## config.mk

```make
export PLATFORM = sky130hd
export DESIGN_NAME = draw_line
export DESIGN_NICKNAME = d
export VERILOG_FILES = /design/src/logic/sin_table.svh /design/src/logic/gfx_pkg.sv /design/src/logic/draw_line.sv
export SDC_FILE = /design/constraint.sdc
export NUM_CORES = 1
export LEC_CHECK = 0
export BUFFER_PORTS_ARGS = -buffer_cell sky130_fd_sc_hd__clkbuf_2
export CORE_ASPECT_RATIO = 1.2
export CORE_MARGIN = 2
export CORE_UTILIZATION = 40
export CTS_BUF_LIST = sky130_fd_sc_hd__clkbuf_2 sky130_fd_sc_hd__clkbuf_4 sky130_fd_sc_hd__clkbuf_8
export CTS_CLUSTER_SIZE = 28
export DETAILED_ROUTE_END_ITERATION = 10
export GPL_TIMING_DRIVEN = 0
export HOLD_SLACK_MARGIN = 0.05
export PLACE_DENSITY_LB_ADDON = 0.3
export SLEW_MARGIN = 20
export SYNTH_ARGS = -nofsm -noshare
export SYNTH_HDL_FRONTEND = slang
export SYNTH_SLANG_ARGS = --single-unit
```

## constraint.sdc

```tcl
create_clock -name clk_100m -period 6.63 [get_ports clk_100m]
set_input_delay 0.3315 -clock clk_100m [delete_from_list [all_inputs] [get_ports clk_100m]]
set_output_delay 0.3315 -clock clk_100m [all_outputs]
set_load 0.005 [all_outputs]
```

## src/logic/sin_table.svh

```systemverilog
//~~~~~~~~~~~~~~~~~~~~~~~~~~~~~~~~~~~~~~~~~~~~~~~~~~~~~~~~~~~~~~~~~~~~
// quarter-wave sine, round(127*sin(k*pi/128)) for k = 0..64, with the
// folded lookup; included inside a module body after gfx_pkg
//~~~~~~~~~~~~~~~~~~~~~~~~~~~~~~~~~~~~~~~~~~~~~~~~~~~~~~~~~~~~~~~~~~~~

`ifndef SIN_TABLE_SVH
`define SIN_TABLE_SVH

localparam logic [6:0] SIN_Q [65] = '{
      0,   3,   6,   9,  12,  16,  19,  22,  25,  28,  31,
     34,  37,  40,  43,  46,  49,  51,  54,  57,  60,  63,
     65,  68,  71,  73,  76,  78,  81,  83,  85,  88,  90,
     92,  94,  96,  98, 100, 102, 104, 106, 107, 109, 111,
    112, 113, 115, 116, 117, 118, 120, 121, 122, 122, 123,
    124, 125, 125, 126, 126, 126, 127, 127, 127, 127
};

function automatic gfx_pkg::trig_t sin_lookup(input gfx_pkg::angle_t a);
    logic [5:0]     r;
    gfx_pkg::trig_t mag;
    r   = a[5:0];
    mag = gfx_pkg::trig_t'(a[6] ? SIN_Q[64 - r] : SIN_Q[r]);  // odd quadrants mirror
    return a[7] ? -mag : mag;                                  // second half negative
endfunction

`endif

```

## src/logic/gfx_pkg.sv

```systemverilog
//~~~~~~~~~~~~~~~~~~~~~~~~~~~~~~~~~~~~~~~~~~~~~~~~~~~~~~~~~~~~~~~~~~~~
// drawing side types and sizes, shared by the engine datapath and the
// testbench model
//~~~~~~~~~~~~~~~~~~~~~~~~~~~~~~~~~~~~~~~~~~~~~~~~~~~~~~~~~~~~~~~~~~~~

package gfx_pkg;

    localparam int FB_SIDE     = 64;                 // width and height in pixels
    localparam int FB_DEPTH    = FB_SIDE * FB_SIDE;
    localparam int TRIG_SHIFT  = 7;                  // trig values scaled by 127
    localparam int ROT_LATENCY = 3;

    typedef logic signed [15:0] coord_t;
    typedef logic [7:0]         angle_t;             // 256 steps per turn
    typedef logic signed [7:0]  trig_t;
    typedef logic [3:0]         cidx_t;
    typedef logic [11:0]        fb_addr_t;           // y * 64 + x

    // y sits above x so a register word maps straight onto a vertex
    typedef struct packed {
        coord_t y;
        coord_t x;
    } vertex_t;

    // one beat of the pixel stream into the framebuffer
    typedef struct packed {
        coord_t y;
        coord_t x;
    } pixel_t;

endpackage

```

## src/logic/draw_line.sv

```systemverilog
//~~~~~~~~~~~~~~~~~~~~~~~~~~~~~~~~~~~~~~~~~~~~~~~~~~~~~~~~~~~~~~~~~~~~
// Bresenham line walker, p0 to p1 inclusive, one pixel per accepted
// beat on a valid/ready stream
//~~~~~~~~~~~~~~~~~~~~~~~~~~~~~~~~~~~~~~~~~~~~~~~~~~~~~~~~~~~~~~~~~~~~
`timescale 1ns/100ps

module draw_line (
    input  logic             clk_100m,
    input  logic             reset,
    input  logic             start,
    input  gfx_pkg::vertex_t p0,
    input  gfx_pkg::vertex_t p1,
    output gfx_pkg::pixel_t  pix,
    output logic             pix_valid,
    input  logic             pix_ready,
    output logic             done
);
    import gfx_pkg::*;

    logic signed [16:0] abs_dx;     // start values from the ports
    logic signed [16:0] neg_dy;
    logic signed [16:0] dx;
    logic signed [16:0] dy;         // kept negative
    logic signed [17:0] err;
    logic signed [17:0] err_nxt;
    logic signed [18:0] e2;
    logic               step_right;
    logic               step_down;
    coord_t             x_end;
    coord_t             y_end;
    logic               last;

    always_comb begin
        abs_dx  = (p1.x > p0.x) ? p1.x - p0.x : p0.x - p1.x;
        neg_dy  = (p1.y > p0.y) ? p0.y - p1.y : p1.y - p0.y;
        e2      = err + err;
        err_nxt = err;
        if (e2 >= dy)
            err_nxt = err_nxt + dy;
        if (e2 <= dx)
            err_nxt = err_nxt + dx;
        last    = (pix.x == x_end) && (pix.y == y_end);
    end

    always_ff @(posedge clk_100m) begin
        done <= 1'b0;
        if (reset) begin
            pix_valid <= 1'b0;
        end else if (start) begin
            pix        <= pixel_t'(p0);
            x_end      <= p1.x;
            y_end      <= p1.y;
            dx         <= abs_dx;
            dy         <= neg_dy;
            err        <= abs_dx + neg_dy;
            step_right <= p1.x > p0.x;
            step_down  <= p1.y > p0.y;
            pix_valid  <= 1'b1;
        end else if (pix_valid && pix_ready) begin   // only move on a taken beat
            if (last) begin
                pix_valid <= 1'b0;
                done      <= 1'b1;
            end else begin
                err <= err_nxt;
                if (e2 >= dy)
                    pix.x <= step_right ? pix.x + 16'sd1 : pix.x - 16'sd1;
                if (e2 <= dx)
                    pix.y <= step_down ? pix.y + 16'sd1 : pix.y - 16'sd1;
            end
        end
    end

endmodule

```

==> results of run 1 <==
flip-flops by register name (all words and copies together) (netlist names):
register / flops
x_end: 16
dy: 17
step_right: 1
step_down: 1
y_end: 16
pix: 32
err: 18
done: 1
dx: 17
pix_valid: 1
Yosys cell counts (3+ instances only):
cell	n	area share (%)
o21bai_1	16	0.98
o21a_1	7	0.43
nor2b_1	18	0.92
nand3_1	26	1.1
nor2_1	68	2.1
a2111oi_0	3	0.21
clkbuf_1	25	0.76
xor2_1	46	3.3
o21ai_0	94	3.8
nor4_1	6	0.31
mux2_2	8	0.73
nand2b_1	30	1.5
or3_1	4	0.20
and2_1	4	0.20
and3_1	14	0.71
buf_1	3	0.092
a21o_1	53	3.2
o31ai_1	6	0.37
mux2i_1	38	3.1
o211ai_1	11	0.67
xnor2_1	83	5.9
nand2_1	103	3.1
nand4_1	17	0.87
a211oi_1	16	0.98
ha_1	179	18
edfxtp_1	118	29
a41oi_1	5	0.36
a31oi_1	12	0.61
inv_1	131	4.0
a221o_1	3	0.24
nor3_1	12	0.49
a221oi_1	4	0.29
or2_2	5	0.25
a21oi_1	132	5.4
fa_1	9	1.5
a22oi_1	3	0.18
a211o_1	12	0.86
logic make-up (layout without fill, tap and decap cells):
logic type / count (synthesis) / after routing / synth area share (%)
compound gates: 401 / 401 / 20.5
xor+xnor: 129 / 129 / 9.20
fa+ha+maj: 188 / 188 / 19.7
buf+inv: 166 / 303 / 5.25
flops: 120 / 120 / 29.2
mux: 46 / 46 / 3.83
simple gates: 315 / 315 / 12.3
report_power, final:
group / internal, mW / switching, mW
sequential: 1.03 / 0.128
combinational: 1.36 / 1.89
clock: 0.384 / 0.315
total: 2.77 / 2.33
stage by stage:
stage / util, % / setup WS (ns) / instances / setup TNS, ns
6_report: 45.4 / 0.670 / 1898 / 0
5_1_grt: 45.4 / 0.306 / 1898 / 0
4_1_cts: 45.4 / 0.672 / 1898 / 0
3_5_place_dp: 44.1 / 0.679 / 1866 / 0
3_3_place_gp: 43.7 / -2.82 / 1861 / -139.27
2_1_floorplan: - / 1.20 / 1365 / 0
worst paths after layout:
path,start,end,slack (ns),cells past startpoint
hold reg to reg,pix_valid,done,0.66,2
setup / recovery,err[17],err[17],0.67,19
hold / removal,p1[31],y_end[15],0.09,1
setup reg to reg,err[17],err[17],0.67,19
critical path: stages (launching register included):
cell and delay (ns):
edfxtp_1 0.47, ha_1 0.42, nand4_1 0.18, nor2_1 0.26
nand3_1 0.10, o311ai_0 0.97, o32ai_2 0.39, clkbuf_1 0.35
nand2_1 0.13, o21ai_0 0.13, ha_1 0.39, a21o_1 0.20
a21o_1 0.21, a2111oi_0 0.57, nand2_1 0.09, o21ai_0 0.24
xnor2_1 0.15, nor2_1 0.09, xnor2_1 0.21, a22oi_1 0.09
per-layer routing:
metal  track usage [%]  part of all wire, %  vias to the layer above
li1                  -                    -                     5190
met1              27.0                   44                     4885
met2              38.3                   49                      243
met3              2.35                  3.2                       58
met4              9.65                  3.9                        0
met5                 0                    0                        -
final cells by class:
cell class | count | area [µm²] | area share [%]
Clock buffer | 24 | 312 | 2.26
Multi-Input combinational cell | 1079 | 8070 | 58.5
Timing Repair Buffer | 105 | 598 | 4.33
Tap cell | 396 | 495 | 3.59
Clock inverter | 8 | 97.6 | 0.707
Inverter | 133 | 499 | 3.62
Buffer | 33 | 145 | 1.05
Sequential cell | 120 | 3580 | 26.0
==> results.json, run 1 <==
{
  "place_area_um2": 13400,
  "peakVddDrop_uv": 148,
  "synth_seq_area_share_pct": 29.2,
  "hold_class": "input port to flip-flop",
  "num_io_pins": 102,
  "crit_path_start_kind": "flip-flop",
  "layout_commonest_cell": "ha_1",
  "holdWs_ns": 0.0939,
  "numCtsBuffers": 17,
  "cp-end-kind": "flip-flop",
  "synth-edff-count": 118,
  "pwr_density_cell_nw_per_um2": 370,
  "max_slew_margin_pct": 20.0,
  "rows": 70,
  "grt_pass1_vias": 10300,
  "antenna_found_initial": 0,
  "start_util_pct": 40.4,
  "fin_crit_ns": 5.96,
  "rsz0062_at_grt": "false",
  "period_share_pct": 89.9,
  "hold_buffers": 0,
  "cts-resized-gates": 0,
  "clk_latency_ns": 0.47,
  "num_antenna_cells": 0,
  "synth_ff_type": "edfxtp_1",
  "drt-initial-drc-count": 609,
  "skew_ns": 0.0166,
  "yosysUniqueCellTypes": 68,
  "hpwl_um": 28600,
  "cts_htree_levels": 4,
  "drc": 0,
  "vias": 10400,
  "p_total_mw": 5.11,
  "core_area_um2": 30400,
  "status": "complete, no violations",
  "syn-cell-area_um2": 12300,
  "root_buffer": "clkbuf_8",
  "die_y_um": 196,
  "fin_area_um2": 13800,
  "yosys_warnings": 0,
  "cp_data_arrival_time_ns": 6.14,
  "wl_per_cell_um": 18.3,
  "hold_violations": 0,
  "grt_max_degree": 28,
  "setup_viol": 0,
  "postRouteAntennaNets": 0,
  "nFillCells": 2935,
  "fin_nets": 1745,
  "critPathRequiredTime_ns": 6.81,
  "path_class": "flip-flop to flip-flop",
  "cp_max_fo": 10,
  "viasPerCell": 5.47,
  "worstMarginPinSlew_ns": 1.18,
  "synth_fp_nets": 1621,
  "place.gp.congestion": 0.952,
  "syn_inst": 1365,
  "synth_seq_cells": 120,
  "clock_sinks": 120,
  "drive_above_1_share_pct": 11.1,
  "cts_buffer_depth": 2,
  "gr-total-overflow": 0,
  "ys_async_sr_fraction_pct": 0,
  "p_leak_nw": 6.26,
  "gr-usage-all-layers_pct": 21.9,
  "fmax_mhz": 168,
  "cts_setup_buffers": 0,
  "die_w_um": 164,
  "syn_to_final_growth_pct": 12.4,
  "drt-pass1-iter-count": 6,
  "synth.avg_cell_area_um2": 8.99,
  "port_buffers": 100,
  "clkTransAtPathRegs_ns": 0.08,
  "wirelength_um": 34700,
  "slew_violations": 0,
  "cap_violations": 0,
  "grt_pass1_wl_um": 54200,
  "die_area_um2": 32100,
  "cts_tree": "built",
  "layout_common_cells": "179 x ha_1, 131 x inv_1, 130 x a21oi_1, 118 x edfxtp_1, 103 x nand2_1"
}
Power figures use the tool's default switching activity.
==> run 2, diff against run 1 <==
--- a/config.mk
+++ b/config.mk
@@ -9,7 +9,6 @@
 export CORE_ASPECT_RATIO = 1.2
 export CORE_MARGIN = 2
 export CORE_UTILIZATION = 40
-export CTS_BUF_LIST = sky130_fd_sc_hd__clkbuf_2 sky130_fd_sc_hd__clkbuf_4 sky130_fd_sc_hd__clkbuf_8
 export CTS_CLUSTER_SIZE = 28
 export DETAILED_ROUTE_END_ITERATION = 10
 export GPL_TIMING_DRIVEN = 0
==> constraint.sdc (replaced) <==
create_clock -name clk_100m -period 5.03 [get_ports clk_100m]
set_input_delay 0.2515 -clock clk_100m [delete_from_list [all_inputs] [get_ports clk_100m]]
set_output_delay 0.2515 -clock clk_100m [all_outputs]
set_load 0.005 [all_outputs]
==> results.json, run 2 (synthesized netlist as in run 1, its figures left out) <==
{
  "cts_tree": "built",
  "critPathRequiredTime_ns": 5.17,
  "die_y_um": 196,
  "drt-initial-drc-count": 681,
  "setup-tns-final_ns": 0,
  "hold_violations": 0,
  "worstMarginPinSlew_ns": 0.986,
  "path_class": "input port to flip-flop",
  "viasPerCell": 5.48,
  "peakVddDrop_uv": 303,
  "vias": 10600,
  "clk_latency_ns": 0.43,
  "max_slew_margin_pct": 34.3,
  "fin_util_pct": 47.8,
  "start_util_pct": 40.4,
  "place_area_um2": 13400,
  "holdWs_ns": 0.0691,
  "fin_nets": 1786,
  "port_buffers": 100,
  "skew_ns": 0.00832,
  "clock_sinks": 120,
  "num_antenna_cells": 0,
  "syn_to_final_growth_pct": 18.3,
  "cts_htree_levels": 4,
  "crit_path_start_kind": "input port",
  "worstReg2RegStart": "err[16]",
  "cap_violations": 0,
  "gr-usage-all-layers_pct": 21.9,
  "place.gp.congestion": 0.918,
  "fin_crit_ns": 4.90,
  "wirelength_um": 34700,
  "drt-pass1-iter-count": 5,
  "antenna_found_initial": 0,
  "period_share_pct": 97.5,
  "p_leak_nw": 6.56,
  "die_area_um2": 32100,
  "slew_violations": 0,
  "cp_slowest_cell": "o41a_1",
  "setup_viol": 0,
  "dr_wl_met2_um": 17400,
  "grt_pass1_wl_um": 54600,
  "drc": 0,
  "postRouteAntennaNets": 0,
  "grt_pass1_vias": 10500,
  "cts_buffer_depth": 2,
  "wl_per_cell_um": 17.9,
  "status": "complete, no violations",
  "gr-total-overflow": 0,
  "fin_area_um2": 14500,
  "root_buffer": "clkbuf_16",
  "met1_length_um": 14700,
  "fmax_mhz": 204,
  "reg_top3": "pix x32, err x18",
  "layout_commonest_cell": "ha_1",
  "grt_max_degree": 25,
  "layout_common_cells": "177 x ha_1, 130 x inv_1, 127 x a21oi_1, 118 x edfxtp_1, 103 x nand2_1",
  "hpwl_um": 28200,
  "numCtsBuffers": 17,
  "wl_met3_um": 1070,
  "top_layer": "met4",
  "worstHoldStart": "p1[10]",
  "num_io_pins": 102,
  "largest_reg_flops": 32,
  "cp_data_arrival_time_ns": 5.04,
  "clkTransAtPathRegs_ns": 0.05,
  "critical_path.top_delay_family": "compound AO/OA/AOI/OAI gates",
  "pwr_density_cell_nw_per_um2": 491,
  "cpMostUsedCell": "a21oi_2",
  "worstSetupStartpoint": "p0[18]",
  "die_w_um": 164,
  "core_area_um2": 30400,
  "path_buf_inv": 4,
  "cp-end-kind": "flip-flop",
  "top_register": "pix",
  "cp_max_fo": 8,
  "max_stage_delay_ns": 0.47,
  "drive_above_1_share_pct": 13.4,
  "rows": 70,
  "cp_cell_sequence": "clkbuf_2, inv_1, ha_1, buf_6, o21a_1, o31a_1, o41a_1, a221o_1, a21oi_2, o21a_2, a31oi_4, buf_4, mux2_2, ha_1, a21o_1, a21oi_2, nand2b_4, a21oi_2, a311o_1, and3_1, or4_1, nand4_1, o31ai_1",
  "hold_class": "input port to flip-flop"
}
==> run 2: cell count changes in the layout (fill, tap and decap cells not counted), sizes merged <==
cell / delta
dlygate4sd3: +24
clkinvlp: +5
buf: +16
clkbuf: -5
==> run 2: final cells by class <==
type,instances,area [µm²]
timing repair buffer,146,976
clock inverter,13,133
multi-input combinational,1079,8250
fill,2869,15900
buffer,33,160
inverter,133,499
tap,396,495
sequential,120,3580
clock buffer,18,429
==> run 2: worst register-to-register path, cell delays in order, from the launching register on <==
cell       delay (ns)
edfxtp_1         0.46
ha_1             0.43
nand4_1          0.25
nor2_4           0.21
nand3_1          0.13
o311ai_4         0.36
o32ai_4          0.22
clkbuf_2         0.27
nand2_1          0.11
o21ai_1          0.10
ha_1             0.37
a21o_1           0.20
a21o_1           0.21
a2111oi_2        0.36
nand2_1          0.08
o21ai_0          0.20
xnor2_1          0.14
nor2_1           0.06
xnor2_1          0.18
a22oi_1          0.09
==> run 2: worst paths after layout <==
path          endpoint  slack, ns  depth (start not counted)
min          x_end[10]       0.07                          1
max reg2reg    err[17]       0.31                         19
max            err[15]       0.13                         23
min reg2reg       done       0.65                          2
==> run 2: repair_timing <==
| action | in CTS | in global routing |
|---|---|---|
| gates resized for setup | 16 | 28 |
| setup endpoints to repair | 11 | 10 |
| pin swaps | 3 | 15 |
| setup buffers | 3 | 14 |
| endpoints found under the hold margin | 24 | 0 |
| hold buffers | 24 | 0 |
==> run 2: through the flow <==
stage               instances  total power [mW]  setup WS, ns
floorplan                1365              4.71         0.252
global route             1938              7.69       -0.0254
global placement         1861              5.60         -1.85
finish                   1938              7.13         0.125
CTS                      1924              7.00       0.00684
detailed placement       1866              5.70        -0.924
==> run 2: per-layer routing <==
| layer | up-vias | GRT usage (%) |
|---|---|---|
| met4 | 0 | 9.75 |
| li1 | 5269 | - |
| met1 | 5034 | 26.3 |
| met3 | 66 | 2.24 |
| met2 | 259 | 39.2 |
| met5 | - | 0 |
==> run 2: report_power, final <==
group / total (mW) / switching [mW] / internal (mW)
sequential: 1.53 / 0.161 / 1.37
combinational: 4.42 / 2.51 / 1.91
clock: 1.18 / 0.460 / 0.718
total: 7.13 / 3.14 / 3.99
==> run 3, diff against run 2 <==
==> constraint.sdc (replaced) <==
create_clock -name clk_100m -period 5.37 [get_ports clk_100m]
set_input_delay 0.2685 -clock clk_100m [delete_from_list [all_inputs] [get_ports clk_100m]]
set_output_delay 0.2685 -clock clk_100m [all_outputs]
set_load 0.005 [all_outputs]
==> results.json, run 3 (synthesized netlist as in run 1, its figures left out) <==
{
  "peakVddDrop_uv": 273,
  "core_area_um2": 30400,
  "multi_input_comb_area_um2": 8140,
  "rows": 70,
  "cp_cell_sequence": "clkbuf_2, inv_1, ha_1, nor2b_1, o31a_1, o41a_1, a221o_1, a21oi_2, o21a_2, a31oi_4, buf_6, mux2i_1, xnor2_1, ha_1, a21oi_1, nand2b_1, a21oi_1, a311o_1, and3_1, or4_1, nand4_1, o31ai_1",
  "cp-end-kind": "flip-flop",
  "ff_latch_area_um2": 3580,
  "grt_max_degree": 28,
  "clock_sinks": 120,
  "num_antenna_cells": 0,
  "setup_viol": 0,
  "cp_data_arrival_time_ns": 5.33,
  "die_w_um": 164,
  "period_share_pct": 96.8,
  "gr-usage-all-layers_pct": 22.0,
  "max_slew_margin_pct": 31.7,
  "cap_violations": 0,
  "cts_htree_levels": 4,
  "setup-tns-final_ns": 0,
  "antenna_found_initial": 0,
  "gr-total-overflow": 0,
  "hold_violations": 0,
  "status": "complete, no violations",
  "die_y_um": 196,
  "layout_common_cells": "178 x ha_1, 131 x inv_1, 130 x a21oi_1, 118 x edfxtp_1, 103 x nand2_1",
  "viasPerCell": 5.49,
  "cts_tree": "built",
  "drt-initial-drc-count": 658,
  "clk_latency_ns": 0.43,
  "reg_top3": "pix x32, err x18",
  "clkTransAtPathRegs_ns": 0.06,
  "die_area_um2": 32100,
  "hold_class": "input port to flip-flop",
  "final.setup.worst_slack_ns": 0.172,
  "pwr_density_cell_nw_per_um2": 474,
  "top_register": "pix",
  "largest_reg_flops": 32,
  "layout_commonest_cell": "ha_1",
  "max_stage_delay_ns": 0.42,
  "vias": 10400,
  "post-place-ws_ns": -0.518,
  "rsz0062_at_grt": "false",
  "nFillCells": 2900,
  "worstMarginPinSlew_ns": 1.02,
  "num_io_pins": 102,
  "p_leak_nw": 6.39,
  "cp_max_fo": 10,
  "grt_pass1_wl_um": 54400,
  "skew_ns": 0.00960,
  "critical_path.top_delay_family": "compound AO/OA/AOI/OAI gates",
  "slew_violations": 0,
  "hpwl_um": 28600,
  "path_buf_inv": 3,
  "drc": 0,
  "numCtsBuffers": 17,
  "fin_nets": 1749,
  "wirelength_um": 34800,
  "critPathRequiredTime_ns": 5.51,
  "cts_buffer_depth": 2,
  "postRouteAntennaNets": 0,
  "port_buffers": 100,
  "place.gp.congestion": 0.952,
  "path_class": "input port to flip-flop",
  "crit_path_start_kind": "input port",
  "cp_slowest_cell": "a311o_1",
  "grt_pass1_vias": 10300,
  "syn_to_final_growth_pct": 14.7,
  "fin_crit_ns": 5.20,
  "drive_above_1_share_pct": 11.8,
  "start_util_pct": 40.4,
  "root_buffer": "clkbuf_16",
  "fmax_mhz": 192,
  "drt-pass1-iter-count": 5,
  "wl_per_cell_um": 18.3
}
-- run 3: cell types whose count changed in the layout (fill, tap and decap cells not counted), moves of 3 or more --
cell           change
xnor2_2            -4
a21oi_2            -3
a21oi_1            +3
o21ai_1            -5
clkbuf_8           +4
xnor2_1            +4
clkbuf_1           +3
buf_4             -14
o21ai_0            +5
clkinvlp_4         -5
dlygate4sd3_1     -23
-- run 3: layer usage --
layer	wire length, µm	track usage, %	up-vias
li1	-	-	5204
met1	15100	27.2	4929
met2	17200	38.6	250
met3	1190	2.41	56
met4	1330	9.23	0
met5	0	0	-
-- run 3: per-stage QoR --
stage	power [mW]	hold slack, ns	std cells	util (%)	area (µm²)
6_report	6.67	0.0679	1902	46.3	14100
4_1_cts	6.61	0.0510	1899	46.1	14000
3_3_place_gp	5.30	0.492	1861	43.7	13300
5_1_grt	7.21	0.0555	1902	46.3	14100
2_1_floorplan	4.41	0.367	1365	-	12300
3_5_place_dp	5.39	0.496	1866	44.1	13400
-- run 3: timing repair --
item,CTS,global route
endpoints found under the hold margin,1,0
setup buffers,0,3
endpoints found under the setup margin,10,6
pin swaps,0,3
hold buffers,1,0
gates resized for setup,5,12
-- run 3: worst paths after layout --
kind | start | end | slack (ns) | cells after the start
setup / recovery | p0[17] | err[15] | 0.17 | 22
hold reg to reg | pix_valid | done | 0.66 | 2
setup reg to reg | err[17] | err[13] | 0.38 | 17
hold / removal | p1[3] | x_end[3] | 0.07 | 1
-- run 3: area by class of cell --
cell class,count,share of cell area (%)
flip-flops and latches,120,25.4
clock buffers,24,3.49
inverters,133,3.55
repair buffers,109,4.48
multi-input cells,1079,57.8
plain buffers,33,1.05
well taps,396,3.52
clock inverters,8,0.693
-- run 3: power by group --
| part | internal [mW] | leakage, nW | switching (mW) |
|---|---|---|---|
| Sequential | 1.28 | 1.13 | 0.159 |
| Clock | 0.729 | 0.282 | 0.426 |
| Combinational | 1.71 | 4.98 | 2.37 |
| Total | 3.72 | 6.39 | 2.95 |
